## config.mk

```make
export PLATFORM = sky130hd
export DESIGN_NAME = nd_dma_top
export DESIGN_NICKNAME = d
export VERILOG_FILES = /design/src/rtl/nd_dma_pkg.sv /design/src/rtl/nd_rep_counter.sv /design/src/rtl/nd_midend.sv /design/src/rtl/burst_copy_backend.sv /design/src/rtl/nd_dma_top.sv
export SDC_FILE = /design/constraint.sdc
export NUM_CORES = 1
export LEC_CHECK = 0
export BUFFER_PORTS_ARGS = -buffer_cell sky130_fd_sc_hd__buf_2
export CAP_MARGIN = 20
export CORE_AREA = 2 2 124 126
export CTS_CLUSTER_DIAMETER = 40
export DETAILED_ROUTE_END_ITERATION = 6
export DIE_AREA = 0 0 126 128
export GPL_ROUTABILITY_DRIVEN = 1
export PLACE_DENSITY = 0.79
export SLEW_MARGIN = 30
export SYNTH_ARGS = -nofsm -noshare
export SYNTH_HDL_FRONTEND = slang
export SYNTH_HIERARCHICAL = 1
export SYNTH_SLANG_ARGS = --single-unit
```

## constraint.sdc

```tcl
create_clock -name clk_i -period 4.9 [get_ports clk_i]
set_input_delay 0.245 -clock clk_i [delete_from_list [all_inputs] [get_ports clk_i]]
set_output_delay 0.245 -clock clk_i [all_outputs]
set_load 0.01 [all_outputs]
```

## src/rtl/nd_dma_pkg.sv

```systemverilog
// ------------------------------
// Shared widths and dimension count of the ND DMA
// Request, response and error types
// Backend state encoding
// ------------------------------
`default_nettype none

package nd_dma_pkg;

    // Dimensions, including the inner 1D burst
    localparam int NUM_DIM = 3;
    // Word address width
    localparam int ADDR_W  = 16;
    // Burst length in words
    localparam int LEN_W   = 8;
    // Repetition counter width
    localparam int REP_W   = 4;
    // Data word width
    localparam int DATA_W  = 32;
    // Stride selector counting 0 .. NUM_DIM-1
    localparam int SEL_W   = $clog2(NUM_DIM);

    // ------------------------------
    // Enums
    // ------------------------------
    typedef enum logic [1:0] {
        ERR_NONE       = 2'd0,
        ERR_ND_ZERO    = 2'd1,  // a repetition count was zero
        ERR_BURST_ZERO = 2'd2   // a burst length was zero
    } err_type_e;

    // Backend FSM
    typedef enum logic [1:0] {
        BE_IDLE = 2'd0,
        BE_COPY = 2'd1,
        BE_RESP = 2'd2
    } be_state_e;

    // ------------------------------
    // Structs
    // ------------------------------
    // 1D burst of 41 bits
    typedef struct packed {
        logic [ADDR_W-1:0] src_addr;
        logic [ADDR_W-1:0] dst_addr;
        logic [LEN_W-1:0]  len;
        logic              last;
    } burst_req_t;

    // One outer dimension in 36 bits
    typedef struct packed {
        logic [REP_W-1:0]  reps;
        logic [ADDR_W-1:0] src_stride;
        logic [ADDR_W-1:0] dst_stride;
    } dim_cfg_t;

    // ND descriptor with dims[0] just outside the burst
    typedef struct packed {
        burst_req_t                  base;
        dim_cfg_t [NUM_DIM-2:0]      dims;
    } nd_req_t;

    // Response of 4 bits
    typedef struct packed {
        logic      error;
        err_type_e err_type;
        logic      last;
    } dma_rsp_t;

endpackage

`default_nettype wire

```

## src/rtl/nd_rep_counter.sv

```systemverilog
// ------------------------------
// Repetition counter of one outer dimension
// ------------------------------
`timescale 1ns/1ps
`default_nettype none

module nd_rep_counter import nd_dma_pkg::*; (
    input  wire logic             clk_i,
    input  wire logic             rst_n_i,
    input  wire logic             en_i,
    input  wire logic             clear_i,
    input  wire logic [REP_W-1:0] limit_i,
    output logic                  done_o
);

    logic [REP_W-1:0] count_q;

    // Counts from 1 and clear wins over enable
    always_ff @(posedge clk_i) begin : proc_count
        if (!rst_n_i) begin
            count_q <= REP_W'(1);
        end else if (clear_i) begin
            count_q <= REP_W'(1);
        end else if (en_i) begin
            count_q <= count_q + REP_W'(1);
        end
    end

    // Final repetition of this dimension
    assign done_o = (count_q == limit_i);

    // Clear must arrive before the count runs past a real limit
    a_no_overrun: assert property (@(posedge clk_i) disable iff (!rst_n_i)
        (limit_i != '0) |-> (count_q <= limit_i));

endmodule

`default_nettype wire

```

## src/rtl/nd_midend.sv

```systemverilog
// ------------------------------
// ND midend
// Splits a descriptor into 1D bursts with strided addresses
// Filters burst responses and rejects zero repetitions
// ------------------------------
`timescale 1ns/1ps
`default_nettype none

module nd_midend import nd_dma_pkg::*; (
    input  wire logic       clk_i,
    input  wire logic       rst_n_i,
    // ND descriptor in
    input  wire nd_req_t    nd_req_i,
    input  wire logic       nd_req_valid_i,
    output logic            nd_req_ready_o,
    // ND response out
    output dma_rsp_t        nd_rsp_o,
    output logic            nd_rsp_valid_o,
    input  wire logic       nd_rsp_ready_i,
    // 1D burst to backend
    output burst_req_t      burst_req_o,
    output logic            burst_req_valid_o,
    input  wire logic       burst_req_ready_i,
    // 1D response from backend
    input  wire dma_rsp_t   burst_rsp_i,
    input  wire logic       burst_rsp_valid_i,
    output logic            burst_rsp_ready_o,
    output logic            busy_o
);

    // Stage chain with bit 0 as the descriptor itself
    logic [NUM_DIM-1:0] stage_done;
    logic [NUM_DIM-2:0] stage_zero;
    logic [NUM_DIM-2:0] stage_en;
    logic [NUM_DIM-2:0] stage_clear;
    logic [NUM_DIM-2:0] cnt_done;

    logic              zero;
    logic              last;
    logic              burst_fire;
    logic              rej_zero;
    logic              last_rsp_fire;
    logic [SEL_W-1:0]  stride_sel;
    logic [ADDR_W-1:0] src_stride;
    logic [ADDR_W-1:0] dst_stride;
    logic [ADDR_W-1:0] cur_src;
    logic [ADDR_W-1:0] cur_dst;

    // Running pointers where first_q selects the base addresses
    logic              first_q;
    logic [ADDR_W-1:0] src_addr_q;
    logic [ADDR_W-1:0] dst_addr_q;
    logic              rsp_pending_q;

    assign stage_done[0] = nd_req_valid_i;
    assign last          = &stage_done;
    // Any zero count kills the whole descriptor
    assign zero          = |stage_zero;
    assign rej_zero      = nd_req_valid_i & zero;

    assign burst_req_valid_o = nd_req_valid_i & ~zero;
    assign burst_fire        = burst_req_valid_o & burst_req_ready_i;
    // Consumed with the last burst, or at once when rejected
    assign nd_req_ready_o    = rej_zero | (burst_fire & last);

    // ------------------------------
    // Repetition counters
    // ------------------------------
    for (genvar d = 0; d < NUM_DIM-1; d++) begin : gen_dim
        // Step when every lower stage is on its final pass
        assign stage_en[d]    = (&stage_done[d:0]) & burst_fire;
        assign stage_clear[d] = (&stage_done[d+1:0]) & burst_fire;
        assign stage_zero[d]  = (nd_req_i.dims[d].reps == '0);

        // Zero count stage is bypassed
        assign stage_done[d+1] = stage_zero[d] ? (&stage_done[d:0]) : cnt_done[d];

        nd_rep_counter u_rep (
            .clk_i   (clk_i),
            .rst_n_i (rst_n_i),
            .en_i    (stage_en[d]),
            .clear_i (stage_clear[d]),
            .limit_i (nd_req_i.dims[d].reps),
            .done_o  (cnt_done[d])
        );
    end

    // ------------------------------
    // Stride selection
    // ------------------------------
    // Number of wrapping stages picks the stride
    always_comb begin : proc_stride_sel
        stride_sel = '0;
        for (int i = 0; i < NUM_DIM-1; i++) begin
            stride_sel = stride_sel + SEL_W'(stage_clear[i]);
        end
    end

    // All stages wrapping means the last burst with no stride needed
    always_comb begin : proc_stride_mux
        src_stride = '0;
        dst_stride = '0;
        for (int i = 0; i < NUM_DIM-1; i++) begin
            if (stride_sel == SEL_W'(i)) begin
                src_stride = nd_req_i.dims[i].src_stride;
                dst_stride = nd_req_i.dims[i].dst_stride;
            end
        end
    end

    assign cur_src = first_q ? nd_req_i.base.src_addr : src_addr_q;
    assign cur_dst = first_q ? nd_req_i.base.dst_addr : dst_addr_q;

    // Burst out straight from descriptor and pointers
    always_comb begin : proc_burst_out
        burst_req_o          = nd_req_i.base;
        burst_req_o.src_addr = cur_src;
        burst_req_o.dst_addr = cur_dst;
        burst_req_o.last     = last;
    end

    // ------------------------------
    // Pointer and busy state
    // ------------------------------
    assign last_rsp_fire = burst_rsp_valid_i & burst_rsp_i.last & burst_rsp_ready_o;

    always_ff @(posedge clk_i) begin : proc_ptr
        if (!rst_n_i) begin
            first_q       <= 1'b1;
            src_addr_q    <= '0;
            dst_addr_q    <= '0;
            rsp_pending_q <= 1'b0;
        end else begin
            if (burst_fire) begin
                // Back to base after the final burst
                first_q    <= last;
                src_addr_q <= cur_src + src_stride;
                dst_addr_q <= cur_dst + dst_stride;
            end
            // Last response still owed to the ND port
            if (burst_fire && last) begin
                rsp_pending_q <= 1'b1;
            end else if (last_rsp_fire) begin
                rsp_pending_q <= 1'b0;
            end
        end
    end

    assign busy_o = nd_req_valid_i | rsp_pending_q;

    // ------------------------------
    // Response filter
    // ------------------------------
    always_comb begin : proc_rsp
        nd_rsp_o          = burst_rsp_i;
        nd_rsp_valid_o    = burst_rsp_valid_i & burst_rsp_i.last;
        // Intermediate responses are dropped here
        burst_rsp_ready_o = burst_rsp_i.last ? nd_rsp_ready_i : 1'b1;
        if (rej_zero) begin
            // Hold the backend off while the error goes out
            burst_rsp_ready_o = 1'b0;
            nd_rsp_valid_o    = 1'b1;
            nd_rsp_o          = '{error: 1'b1, err_type: ERR_ND_ZERO, last: 1'b1};
        end
    end

    // Burst request is not withdrawn under a stable descriptor
    a_burst_hold: assert property (@(posedge clk_i) disable iff (!rst_n_i)
        (burst_req_valid_o && !burst_req_ready_i) ##1 $stable(nd_req_i)
        |-> burst_req_valid_o);

    // ND response only once the last burst is out or on a rejection
    a_rsp_source: assert property (@(posedge clk_i) disable iff (!rst_n_i)
        $rose(nd_rsp_valid_o) |-> rsp_pending_q || rej_zero);

endmodule

`default_nettype wire

```

## src/rtl/burst_copy_backend.sv

```systemverilog
// ------------------------------
// Word-copy backend
// Runs one 1D burst as reads and writes
// ------------------------------
`timescale 1ns/1ps
`default_nettype none

module burst_copy_backend import nd_dma_pkg::*; (
    input  wire logic              clk_i,
    input  wire logic              rst_n_i,
    // Burst in
    input  wire burst_req_t        req_i,
    input  wire logic              req_valid_i,
    output logic                   req_ready_o,
    // Response out
    output dma_rsp_t               rsp_o,
    output logic                   rsp_valid_o,
    input  wire logic              rsp_ready_i,
    // Source read port
    output logic [ADDR_W-1:0]      mem_raddr_o,
    output logic                   mem_re_o,
    input  wire logic [DATA_W-1:0] mem_rdata_i,
    // Destination write port
    output logic                   mem_we_o,
    output logic [ADDR_W-1:0]      mem_waddr_o,
    output logic [DATA_W-1:0]      mem_wdata_o
);

    be_state_e         state_q;
    logic [ADDR_W-1:0] rd_addr_q;
    logic [ADDR_W-1:0] wr_addr_q;
    logic [LEN_W-1:0]  rd_left_q;
    logic [LEN_W-1:0]  wr_left_q;
    // Read issued last cycle so its data is on mem_rdata_i now
    logic              we_q;
    logic              last_q;
    err_type_e         err_type_q;

    assign req_ready_o = (state_q == BE_IDLE);

    // One read per cycle while words remain
    assign mem_re_o    = (state_q == BE_COPY) && (rd_left_q != '0);
    assign mem_raddr_o = rd_addr_q;

    // Write trails its read by a cycle
    assign mem_we_o    = we_q;
    assign mem_waddr_o = wr_addr_q;
    assign mem_wdata_o = mem_rdata_i;

    assign rsp_valid_o    = (state_q == BE_RESP);
    assign rsp_o.error    = (err_type_q != ERR_NONE);
    assign rsp_o.err_type = err_type_q;
    assign rsp_o.last     = last_q;

    // ------------------------------
    // FSM and counters
    // ------------------------------
    always_ff @(posedge clk_i) begin : proc_fsm
        if (!rst_n_i) begin
            state_q    <= BE_IDLE;
            rd_addr_q  <= '0;
            wr_addr_q  <= '0;
            rd_left_q  <= '0;
            wr_left_q  <= '0;
            we_q       <= 1'b0;
            last_q     <= 1'b0;
            err_type_q <= ERR_NONE;
        end else begin
            we_q <= mem_re_o;
            case (state_q)
                BE_IDLE: begin
                    if (req_valid_i) begin
                        rd_addr_q <= req_i.src_addr;
                        wr_addr_q <= req_i.dst_addr;
                        rd_left_q <= req_i.len;
                        wr_left_q <= req_i.len;
                        last_q    <= req_i.last;
                        // Empty burst answers right away
                        if (req_i.len == '0) begin
                            err_type_q <= ERR_BURST_ZERO;
                            state_q    <= BE_RESP;
                        end else begin
                            err_type_q <= ERR_NONE;
                            state_q    <= BE_COPY;
                        end
                    end
                end
                BE_COPY: begin
                    if (mem_re_o) begin
                        rd_addr_q <= rd_addr_q + ADDR_W'(1);
                        rd_left_q <= rd_left_q - LEN_W'(1);
                    end
                    if (mem_we_o) begin
                        wr_addr_q <= wr_addr_q + ADDR_W'(1);
                        wr_left_q <= wr_left_q - LEN_W'(1);
                        // Final write goes out this cycle
                        if (wr_left_q == LEN_W'(1)) begin
                            state_q <= BE_RESP;
                        end
                    end
                end
                BE_RESP: begin
                    if (rsp_ready_i) begin
                        state_q <= BE_IDLE;
                    end
                end
                default: state_q <= BE_IDLE;
            endcase
        end
    end

    // No memory traffic while waiting for a burst
    a_idle_quiet: assert property (@(posedge clk_i) disable iff (!rst_n_i)
        (state_q == BE_IDLE) |-> !mem_re_o && !mem_we_o);

    // Never more writes than len
    a_wr_bound: assert property (@(posedge clk_i) disable iff (!rst_n_i)
        mem_we_o |-> (wr_left_q != '0));

    // And never fewer by the time the response shows
    a_wr_all: assert property (@(posedge clk_i) disable iff (!rst_n_i)
        $rose(rsp_valid_o) |-> (wr_left_q == '0) && (rd_left_q == '0));

endmodule

`default_nettype wire

```

## src/rtl/nd_dma_top.sv

```systemverilog
// ------------------------------
// ND DMA top level
// Midend feeding the word-copy backend
// ------------------------------
`timescale 1ns/1ps
`default_nettype none

module nd_dma_top import nd_dma_pkg::*; (
    input  wire logic              clk_i,
    input  wire logic              rst_n_i,
    // ND request
    input  wire nd_req_t           nd_req_i,
    input  wire logic              nd_req_valid_i,
    output logic                   nd_req_ready_o,
    // ND response
    output dma_rsp_t               nd_rsp_o,
    output logic                   nd_rsp_valid_o,
    input  wire logic              nd_rsp_ready_i,
    // Source memory
    output logic [ADDR_W-1:0]      mem_raddr_o,
    output logic                   mem_re_o,
    input  wire logic [DATA_W-1:0] mem_rdata_i,
    // Destination memory
    output logic                   mem_we_o,
    output logic [ADDR_W-1:0]      mem_waddr_o,
    output logic [DATA_W-1:0]      mem_wdata_o,
    output logic                   busy_o
);

    // Midend to backend
    burst_req_t burst_req;
    logic       burst_req_valid;
    logic       burst_req_ready;
    dma_rsp_t   burst_rsp;
    logic       burst_rsp_valid;
    logic       burst_rsp_ready;

    nd_midend u_midend (
        .clk_i             (clk_i),
        .rst_n_i           (rst_n_i),
        .nd_req_i          (nd_req_i),
        .nd_req_valid_i    (nd_req_valid_i),
        .nd_req_ready_o    (nd_req_ready_o),
        .nd_rsp_o          (nd_rsp_o),
        .nd_rsp_valid_o    (nd_rsp_valid_o),
        .nd_rsp_ready_i    (nd_rsp_ready_i),
        .burst_req_o       (burst_req),
        .burst_req_valid_o (burst_req_valid),
        .burst_req_ready_i (burst_req_ready),
        .burst_rsp_i       (burst_rsp),
        .burst_rsp_valid_i (burst_rsp_valid),
        .burst_rsp_ready_o (burst_rsp_ready),
        .busy_o            (busy_o)
    );

    burst_copy_backend u_backend (
        .clk_i       (clk_i),
        .rst_n_i     (rst_n_i),
        .req_i       (burst_req),
        .req_valid_i (burst_req_valid),
        .req_ready_o (burst_req_ready),
        .rsp_o       (burst_rsp),
        .rsp_valid_o (burst_rsp_valid),
        .rsp_ready_i (burst_rsp_ready),
        .mem_raddr_o (mem_raddr_o),
        .mem_re_o    (mem_re_o),
        .mem_rdata_i (mem_rdata_i),
        .mem_we_o    (mem_we_o),
        .mem_waddr_o (mem_waddr_o),
        .mem_wdata_o (mem_wdata_o)
    );

endmodule

`default_nettype wire

```

==> run metrics, run 1 <==
vias in the first global route 6846; # DRC 0; post-route ant nets 0; Area after DPL roughly 8300 um2; first-pass GRT wire length approximately 35000 um; Async S/R FF share, synth 0; delay of the slowest critical-path stage about 430 ps; I/O pin count 222; Fin Setup TNS 0 ps; TritonCTS clock tree yes; Std-Cell Rows between 40 and 50; critical path type reg2reg; Max IR drop VDD 0.204 mV; flop-to-flop setup slack ~1000 ps; Synth Flop Type dfxtp_1; Tcrit/Tclk final 0.792; post-CTS setup buffer count 0; logic gate share of total power 0.378; clk buf depth 2; sw frac 0.373; synthesis-stage register bit count 95; detailed-route via count ~7.8k; fin util 0.580; Clock power frac 0.253; power per cell area between 300 and 400 nW/um2; Clk Latency, worst-skew pair 350 ps; fin area 8620 um2; Worst Hold Class in2reg; Max-cap violations 0; HPWL Detailed approximately 16000 um; CTS Sinks 95; initial antenna violation count 1; mux share of post-synthesis cell area 0.0571; Die Y between 100 and 150 um; Area growth, synth to finish 10.3%; worst slew pin tran between 800 and 900 ps; layout filler cell count roughly 1.5k; Compound-Gate Fraction of Synth Area 0.246; die area roughly 16000 um2; WHS Path Cells 4; Fmax between 0.2 and 0.3 GHz; Most common cell on crit path o21ai_0; Num CTS Buffers 9; final max-slew violation count 0; Crit path required time approximately 5200 ps; nets@finish between 1k and 1.5k; root buf cell clkbuf_16; Rel. slew slack 0.433; Final Hold Vio Count 0; # port buffers around 160; Initial Util 0.526; Unique masters post-synth 84; Synth Net Count about 1.2k; largest family of logic cells by synthesized area simple AND/OR/NAND/NOR gates; post-synthesis simple-gate area fraction 0.253; worst path cell trace xor2_1 > nor4_1 > and3_1 > nand2_4 > nand2_1 > o21ai_0 > ha_1 > fa_1 > a211oi_1 > o21ai_1 > a31oi_1 > o211ai_1 > xnor2_1 > o21ai_0 > and2_1; total track usage 0.264; drt wl/cell 17.4 um; Switching Power between 0.9 and 1 mW; pre-CTS WS 1100 ps; Netlist Area Pre-Place ~7800 um2; initial detailed-routing violation count between 700 and 800; Int Power between 1.5 and 2 mW; largest net degree at the start of global routing 78; status finished, final reports clean; unrepaired setup endpoints after global routing false; vias per inst around 6.1; Final setup viols 0; H-tree depth 3; CTS clk-pin slew, worst paths approximately 70 ps; crit end category register; layout cell share with drive strength beyond 1 0.220; total gr overflow 0; Setup Skew approximately 9 ps; Post-CTS Resized 0; sequential-to-total area share from yosys stat 0.243; register share of total power 0.369; hold buffers post-CTS 0; Startpoint Class register; Die W 126 um; fin worst setup slack between 1000 and 1500 ps; Synth Area per Inst about 7.7 um2; first-pass iteration count of the detailed router 5; core box area between 10000 and 15000 um2; Routed WL 22200 um; r2r worst-path depth 15; Tot Pwr around 2.6 mW; XOR/XNOR Fraction of Synth Area 0.0414; Adder-Cell Fraction of Synth Area 0.0707; EDFF count, synth 0; GPL Wtd Cong approximately 0.90; Cells after Synth 1009; slowest CP cell fa_1; Synth Warn # 6; Period minus WS final 3880 ps; WP data arrival 4130 ps; crit path max fanout 61; P_leak around 3.8 nW
cell families (layout without fill, tap and decap cells):
group,Yosys count,in the layout
simple gates,377,377
compound gates,288,288
buf+inv,127,207
flops,95,95
fa+ha+maj,43,43
mux,41,41
xor+xnor,37,37
other cells,1,2
power by group through the flow:
stage,Sequential [mW],Combinational [mW],Clock (mW)
4_1_cts,0.967,0.981,0.675
2_1_floorplan,0.972,0.749,0
6_report,0.971,0.995,0.667
5_1_grt,0.984,1.10,0.709
3_5_place_dp,0.985,0.974,0
3_3_place_gp,0.979,0.954,0
Yosys cell counts, types with 4 or more instances:
| library cell | number | area [um2] |
|---|---|---|
| nand4_1 | 15 | 93.8 |
| dfxtp_1 | 95 | 1900 |
| a21boi_1 | 7 | 52.6 |
| buf_4 | 48 | 360 |
| clkbuf_1 | 41 | 154 |
| nand2_1 | 121 | 454 |
| o31a_1 | 4 | 35.0 |
| a32o_1 | 5 | 50.1 |
| mux2i_1 | 12 | 120 |
| and4_1 | 8 | 70.1 |
| nor2_1 | 55 | 206 |
| a22oi_1 | 5 | 37.5 |
| o221a_2 | 6 | 67.6 |
| o21ai_0 | 76 | 380 |
| nor3b_1 | 4 | 30.0 |
| o31ai_1 | 4 | 30.0 |
| o21ai_1 | 6 | 30.0 |
| o221ai_1 | 5 | 43.8 |
| mux2_2 | 29 | 327 |
| buf_2 | 11 | 55.1 |
| and2_1 | 15 | 93.8 |
| nand3b_1 | 8 | 60.1 |
| o32ai_1 | 7 | 61.3 |
| a311oi_1 | 6 | 52.6 |
| a21o_1 | 12 | 90.1 |
| nand3_1 | 30 | 150 |
| a211oi_1 | 9 | 67.6 |
| nor2b_1 | 7 | 43.8 |
| o21a_1 | 9 | 67.6 |
| nor4_1 | 13 | 81.3 |
| a21oi_1 | 61 | 305 |
| xor2_1 | 19 | 166 |
| o22ai_1 | 11 | 68.8 |
| xnor2_1 | 18 | 158 |
| and3_1 | 12 | 75.1 |
| or4_1 | 6 | 45.0 |
| nand2b_1 | 47 | 294 |
| a31oi_1 | 10 | 62.6 |
| nor3_1 | 16 | 80.1 |
| inv_1 | 22 | 82.6 |
| o211ai_1 | 4 | 30.0 |
| ha_1 | 41 | 513 |
| o2bb2ai_1 | 4 | 35.0 |
critical path, delay by kind of cell (launching register included):
kind	cells	cell delay, ps
AND/OR/NAND/NOR	5	1240
AO/OA/AOI/OAI	6	1140
flip-flops	1	350
XOR/XNOR	2	330
adder cells (fa/ha/maj)	2	680
through the flow:
step | hold slack (ps) | instances
final | 238 | 1278
after global routing | 282 | 1278
after CTS | 231 | 1277
after detailed placement | 446 | 1262
after global placement | 435 | 1262
after floorplan | 398 | 1009
layer usage:
layer  routed length, um  vias to the layer above  track usage
met4                 546                        0        0.111
met3                1600                       40       0.0321
li1                    -                     3794            -
met5                   0                        -            0
met1                9920                     3597        0.368
met2               10200                      332        0.416
placed cells by master (no fill, tap or decap), types with 8 or more instances in the layout:
| cell type | n |
|---|---|
| a211oi_1 | 9 |
| a21o_1 | 12 |
| a21oi_1 | 61 |
| a31oi_1 | 10 |
| and2_1 | 15 |
| and3_1 | 12 |
| and4_1 | 8 |
| buf_2 | 156 |
| buf_4 | 11 |
| clkbuf_16 | 9 |
| dfxtp_1 | 95 |
| ha_1 | 41 |
| inv_1 | 21 |
| mux2_2 | 29 |
| mux2i_1 | 12 |
| nand2_1 | 121 |
| nand2b_1 | 46 |
| nand3_1 | 30 |
| nand3b_1 | 8 |
| nand4_1 | 15 |
| nor2_1 | 55 |
| nor3_1 | 16 |
| nor4_1 | 12 |
| o21a_1 | 9 |
| o21ai_0 | 75 |
| o22ai_1 | 11 |
| xnor2_1 | 18 |
| xor2_1 | 19 |
path summary, 6_finish.rpt:
check                                                          from                              endpoint
hold reg to reg                 u_midend/dst_addr_q[2]$_SDFFE_PN0N_   u_midend/dst_addr_q[2]$_SDFFE_PN0N_
setup / recovery  u_midend/gen_dim[0].u_rep/count_q[0]$_SDFFE_PP1P_  u_midend/src_addr_q[10]$_SDFFE_PN0N_
setup reg to reg  u_midend/gen_dim[0].u_rep/count_q[0]$_SDFFE_PP1P_  u_midend/src_addr_q[10]$_SDFFE_PN0N_
hold / removal                                         nd_req_i[79]   u_backend/rd_left_q[6]$_SDFFE_PN0P_
flip-flops by register name (all words and copies together), names as in the netlist, 2 cells and up:
register and cells:
u_backend/mem_raddr_o 16, u_midend/dst_addr_q 16, u_midend/src_addr_q 16, u_backend/mem_waddr_o 16, u_backend/state_q 2, u_backend/rd_left_q 8
u_midend/gen_dim.u_rep/count_q 8, u_backend/wr_left_q 8
cell type report:
| cell class | count | area, um2 | area share |
|---|---|---|---|
| diodes | 1 | 2.50 | 0.000290 |
| clock buffers | 12 | 246 | 0.0286 |
| clock inverters | 3 | 20.0 | 0.00232 |
| inverters | 25 | 96.3 | 0.0112 |
| multi-input cells | 787 | 5260 | 0.610 |
| flip-flops and latches | 95 | 1900 | 0.221 |
| well taps | 188 | 235 | 0.0273 |
| repair buffers | 167 | 863 | 0.100 |
Power figures use the tool's default switching activity.
==> inputs of run 2 (changes only) <==
==> constraint.sdc (replaced) <==
create_clock -name clk_i -period 3.85 [get_ports clk_i]
set_input_delay 0.1925 -clock clk_i [delete_from_list [all_inputs] [get_ports clk_i]]
set_output_delay 0.1925 -clock clk_i [all_outputs]
set_load 0.01 [all_outputs]
==> run 2 against run 1 <==
Net effect: maximum frequency is 7.3% higher; utilization is 0.93 points higher; sequential power is 27% higher; combinational power is 29% higher; cell area is 1.6% higher; critical path type unchanged; setup slack worse by 790 ps; total power is 36% higher; first-iteration DRC count is 3.8% higher.
==> run metrics, run 2 (same netlist as run 1, synthesis figures left out) <==
fin area 8760 um2 (+1.6%); Crit path required time 4100 ps (-1050 ps); Post-CTS Resized 0 (unchanged); post-route ant nets 0 (unchanged); core box area 14900 um2 (unchanged); HPWL Detailed 16400 um (+0.93%); Area after DPL 8380 um2 (+0.42%); Setup Skew 8.73 ps (-0.459 ps); # port buffers 156 (unchanged); total track usage 0.269 (+0.00501); Final setup viols 0 (unchanged); CTS clk-pin slew, worst paths 70 ps (about the same); Clk Latency, worst-skew pair 360 ps (about the same); busiest grt layer met2; critical path type reg2reg; P_leak 3.84 nW (+1.7%); power per cell area 408 nW/um2 (+33%); Hold Slack 180 ps (-58.2 ps); Routed WL 22100 um (-0.49%); clk buf depth 2 (unchanged); Fin Setup TNS 0 ps (unchanged); Max IR drop VDD 0.269 mV (+31%); Final Hold Vio Count 0 (unchanged); Initial Util 0.526 (unchanged); TritonCTS clock tree yes; commonest cells after routing, fill and taps aside buf_2 (156), nand2_1 (121), dfxtp_1 (95); # DRC 0 (unchanged); worst path cell trace xor2_1 > nor4_2 > and3_2 > nand2_8 > nand2_1 > o21ai_0 > ha_1 > fa_1 > a211oi_1 > o21ai_1 > a31oi_1 > o211ai_1 > xnor2_1 > o21ai_0 > and2_1; total gr overflow 0 (unchanged); Rel. slew slack 0.500 (+0.0667); post-CTS setup buffer count 0 (unchanged); met1 GRT Util 0.365 (-0.00317); placed insts 1265 (+0.24%); most common cell after layout, fill and taps aside buf_2; nets@finish 1280 (+0.23%); final max-slew violation count 0 (unchanged); layout cell share with drive strength beyond 1 0.224 (+0.00397); Tcrit/Tclk final 0.939 (+0.148); I/O pin count 222 (unchanged); first-pass iteration count of the detailed router 6 (+1); die area 16100 um2 (unchanged); delay of the slowest critical-path stage 430 ps (about the same); Period minus WS final 3620 ps (-263 ps); Worst Hold Class in2reg; Global Route met2 Usage 0.433 (+0.0174); GPL Wtd Cong 0.905 (+0.17%); Multi-input gate area 5270 um2 (+0.33%); vias per inst 6.05 (-0.43%); Most common cell on crit path o21ai_0; worst slew pin tran 750 ps (-96.4 ps); CTS Sinks 95 (unchanged); first-pass GRT wire length 35500 um (+2.7%); crit path max fanout 44 (-28%); H-tree depth 3 (unchanged); root buf cell clkbuf_16; detailed-route via count 7760 (-0.039%); initial detailed-routing violation count 735 (+3.8%); Area growth, synth to finish 12.0%; WP data arrival 3870 ps (-260 ps); fin cells 1283 (+0.39%); layout filler cell count 1412 (-3.2%); register area 1900 um2 (unchanged); Die Y 128 um (unchanged); unrepaired setup endpoints after global routing false; Fmax 0.276 GHz (+7.3%); vias in the first global route 7193 (+5.1%); status finished, final reports clean; Num CTS Buffers 9 (unchanged); largest net degree at the start of global routing 60 (-23%); initial antenna violation count 3 (+2); Std-Cell Rows 45 (unchanged); fin util 0.589 (+0.00926); crit end category register; routing usage on met3 0.0321 (unchanged); Startpoint Class register; Die W 126 um (unchanged); slowest CP cell fa_1; drt wl/cell 17.2 um (-0.88%); hold buffers post-CTS 0 (unchanged); Max-cap violations 0 (unchanged)
run 2: changes by cell type in the layout (fill, tap and decap cells not counted), sizes merged:
cell,previous run,this run
clkinvlp,2,0
diode,1,3
bufinv,0,3
clkinv,1,0
buf,167,170
run 2: path summary, 6_finish.rpt:
kind / startpoint / end / slack [ps] / cells after the start
hold / removal: nd_req_i[79] / u_backend/rd_left_q[6]$_SDFFE_PN0P_ / 180 / 4
setup / recovery: u_midend/gen_dim[0].u_rep/count_q[1]$_SDFFE_PP0P_ / u_midend/src_addr_q[10]$_SDFFE_PN0N_ / 230 / 15
hold reg to reg: u_midend/dst_addr_q[2]$_SDFFE_PN0N_ / u_midend/dst_addr_q[2]$_SDFFE_PN0N_ / 450 / 2
setup reg to reg: u_midend/gen_dim[0].u_rep/count_q[1]$_SDFFE_PP0P_ / u_midend/src_addr_q[10]$_SDFFE_PN0N_ / 230 / 15
run 2: layer usage:
metal / part of all wire / vias to the layer above
li1: - / 3817
met1: 0.45 / 3598
met2: 0.46 / 304
met3: 0.063 / 41
met4: 0.028 / 0
met5: 0 / -
run 2: report_power, final:
part           internal (mW)  leakage [nW]  switching (mW)
sequential              1.11         0.780           0.126
clock                  0.668         0.169           0.395
combinational          0.549          2.89           0.728
run 2: critical path: cells and delay by family (launching register included):
family / cells / cell delay [ps]
flops: 1 / 340
compound gates: 6 / 1100
xor+xnor: 2 / 320
fa+ha+maj: 2 / 670
simple gates: 5 / 1070
run 2: through the flow:
step / setup WS, ps / total power, mW
finish: 233 / 3.57
global route: 8.75 / 3.78
CTS: 190 / 3.56
detailed placement: 203 / 2.50
global placement: 240 / 2.47
floorplan: 261 / 2.19
run 2: cell type report:
cell class / count / share of cell area
clock inverters: 3 / 0.0103
clock buffers: 12 / 0.0293
repair buffers: 170 / 0.103
inverters: 25 / 0.0110
well taps: 188 / 0.0269
diodes: 3 / 0.000857
flip-flops and latches: 95 / 0.217
multi-input cells: 787 / 0.602
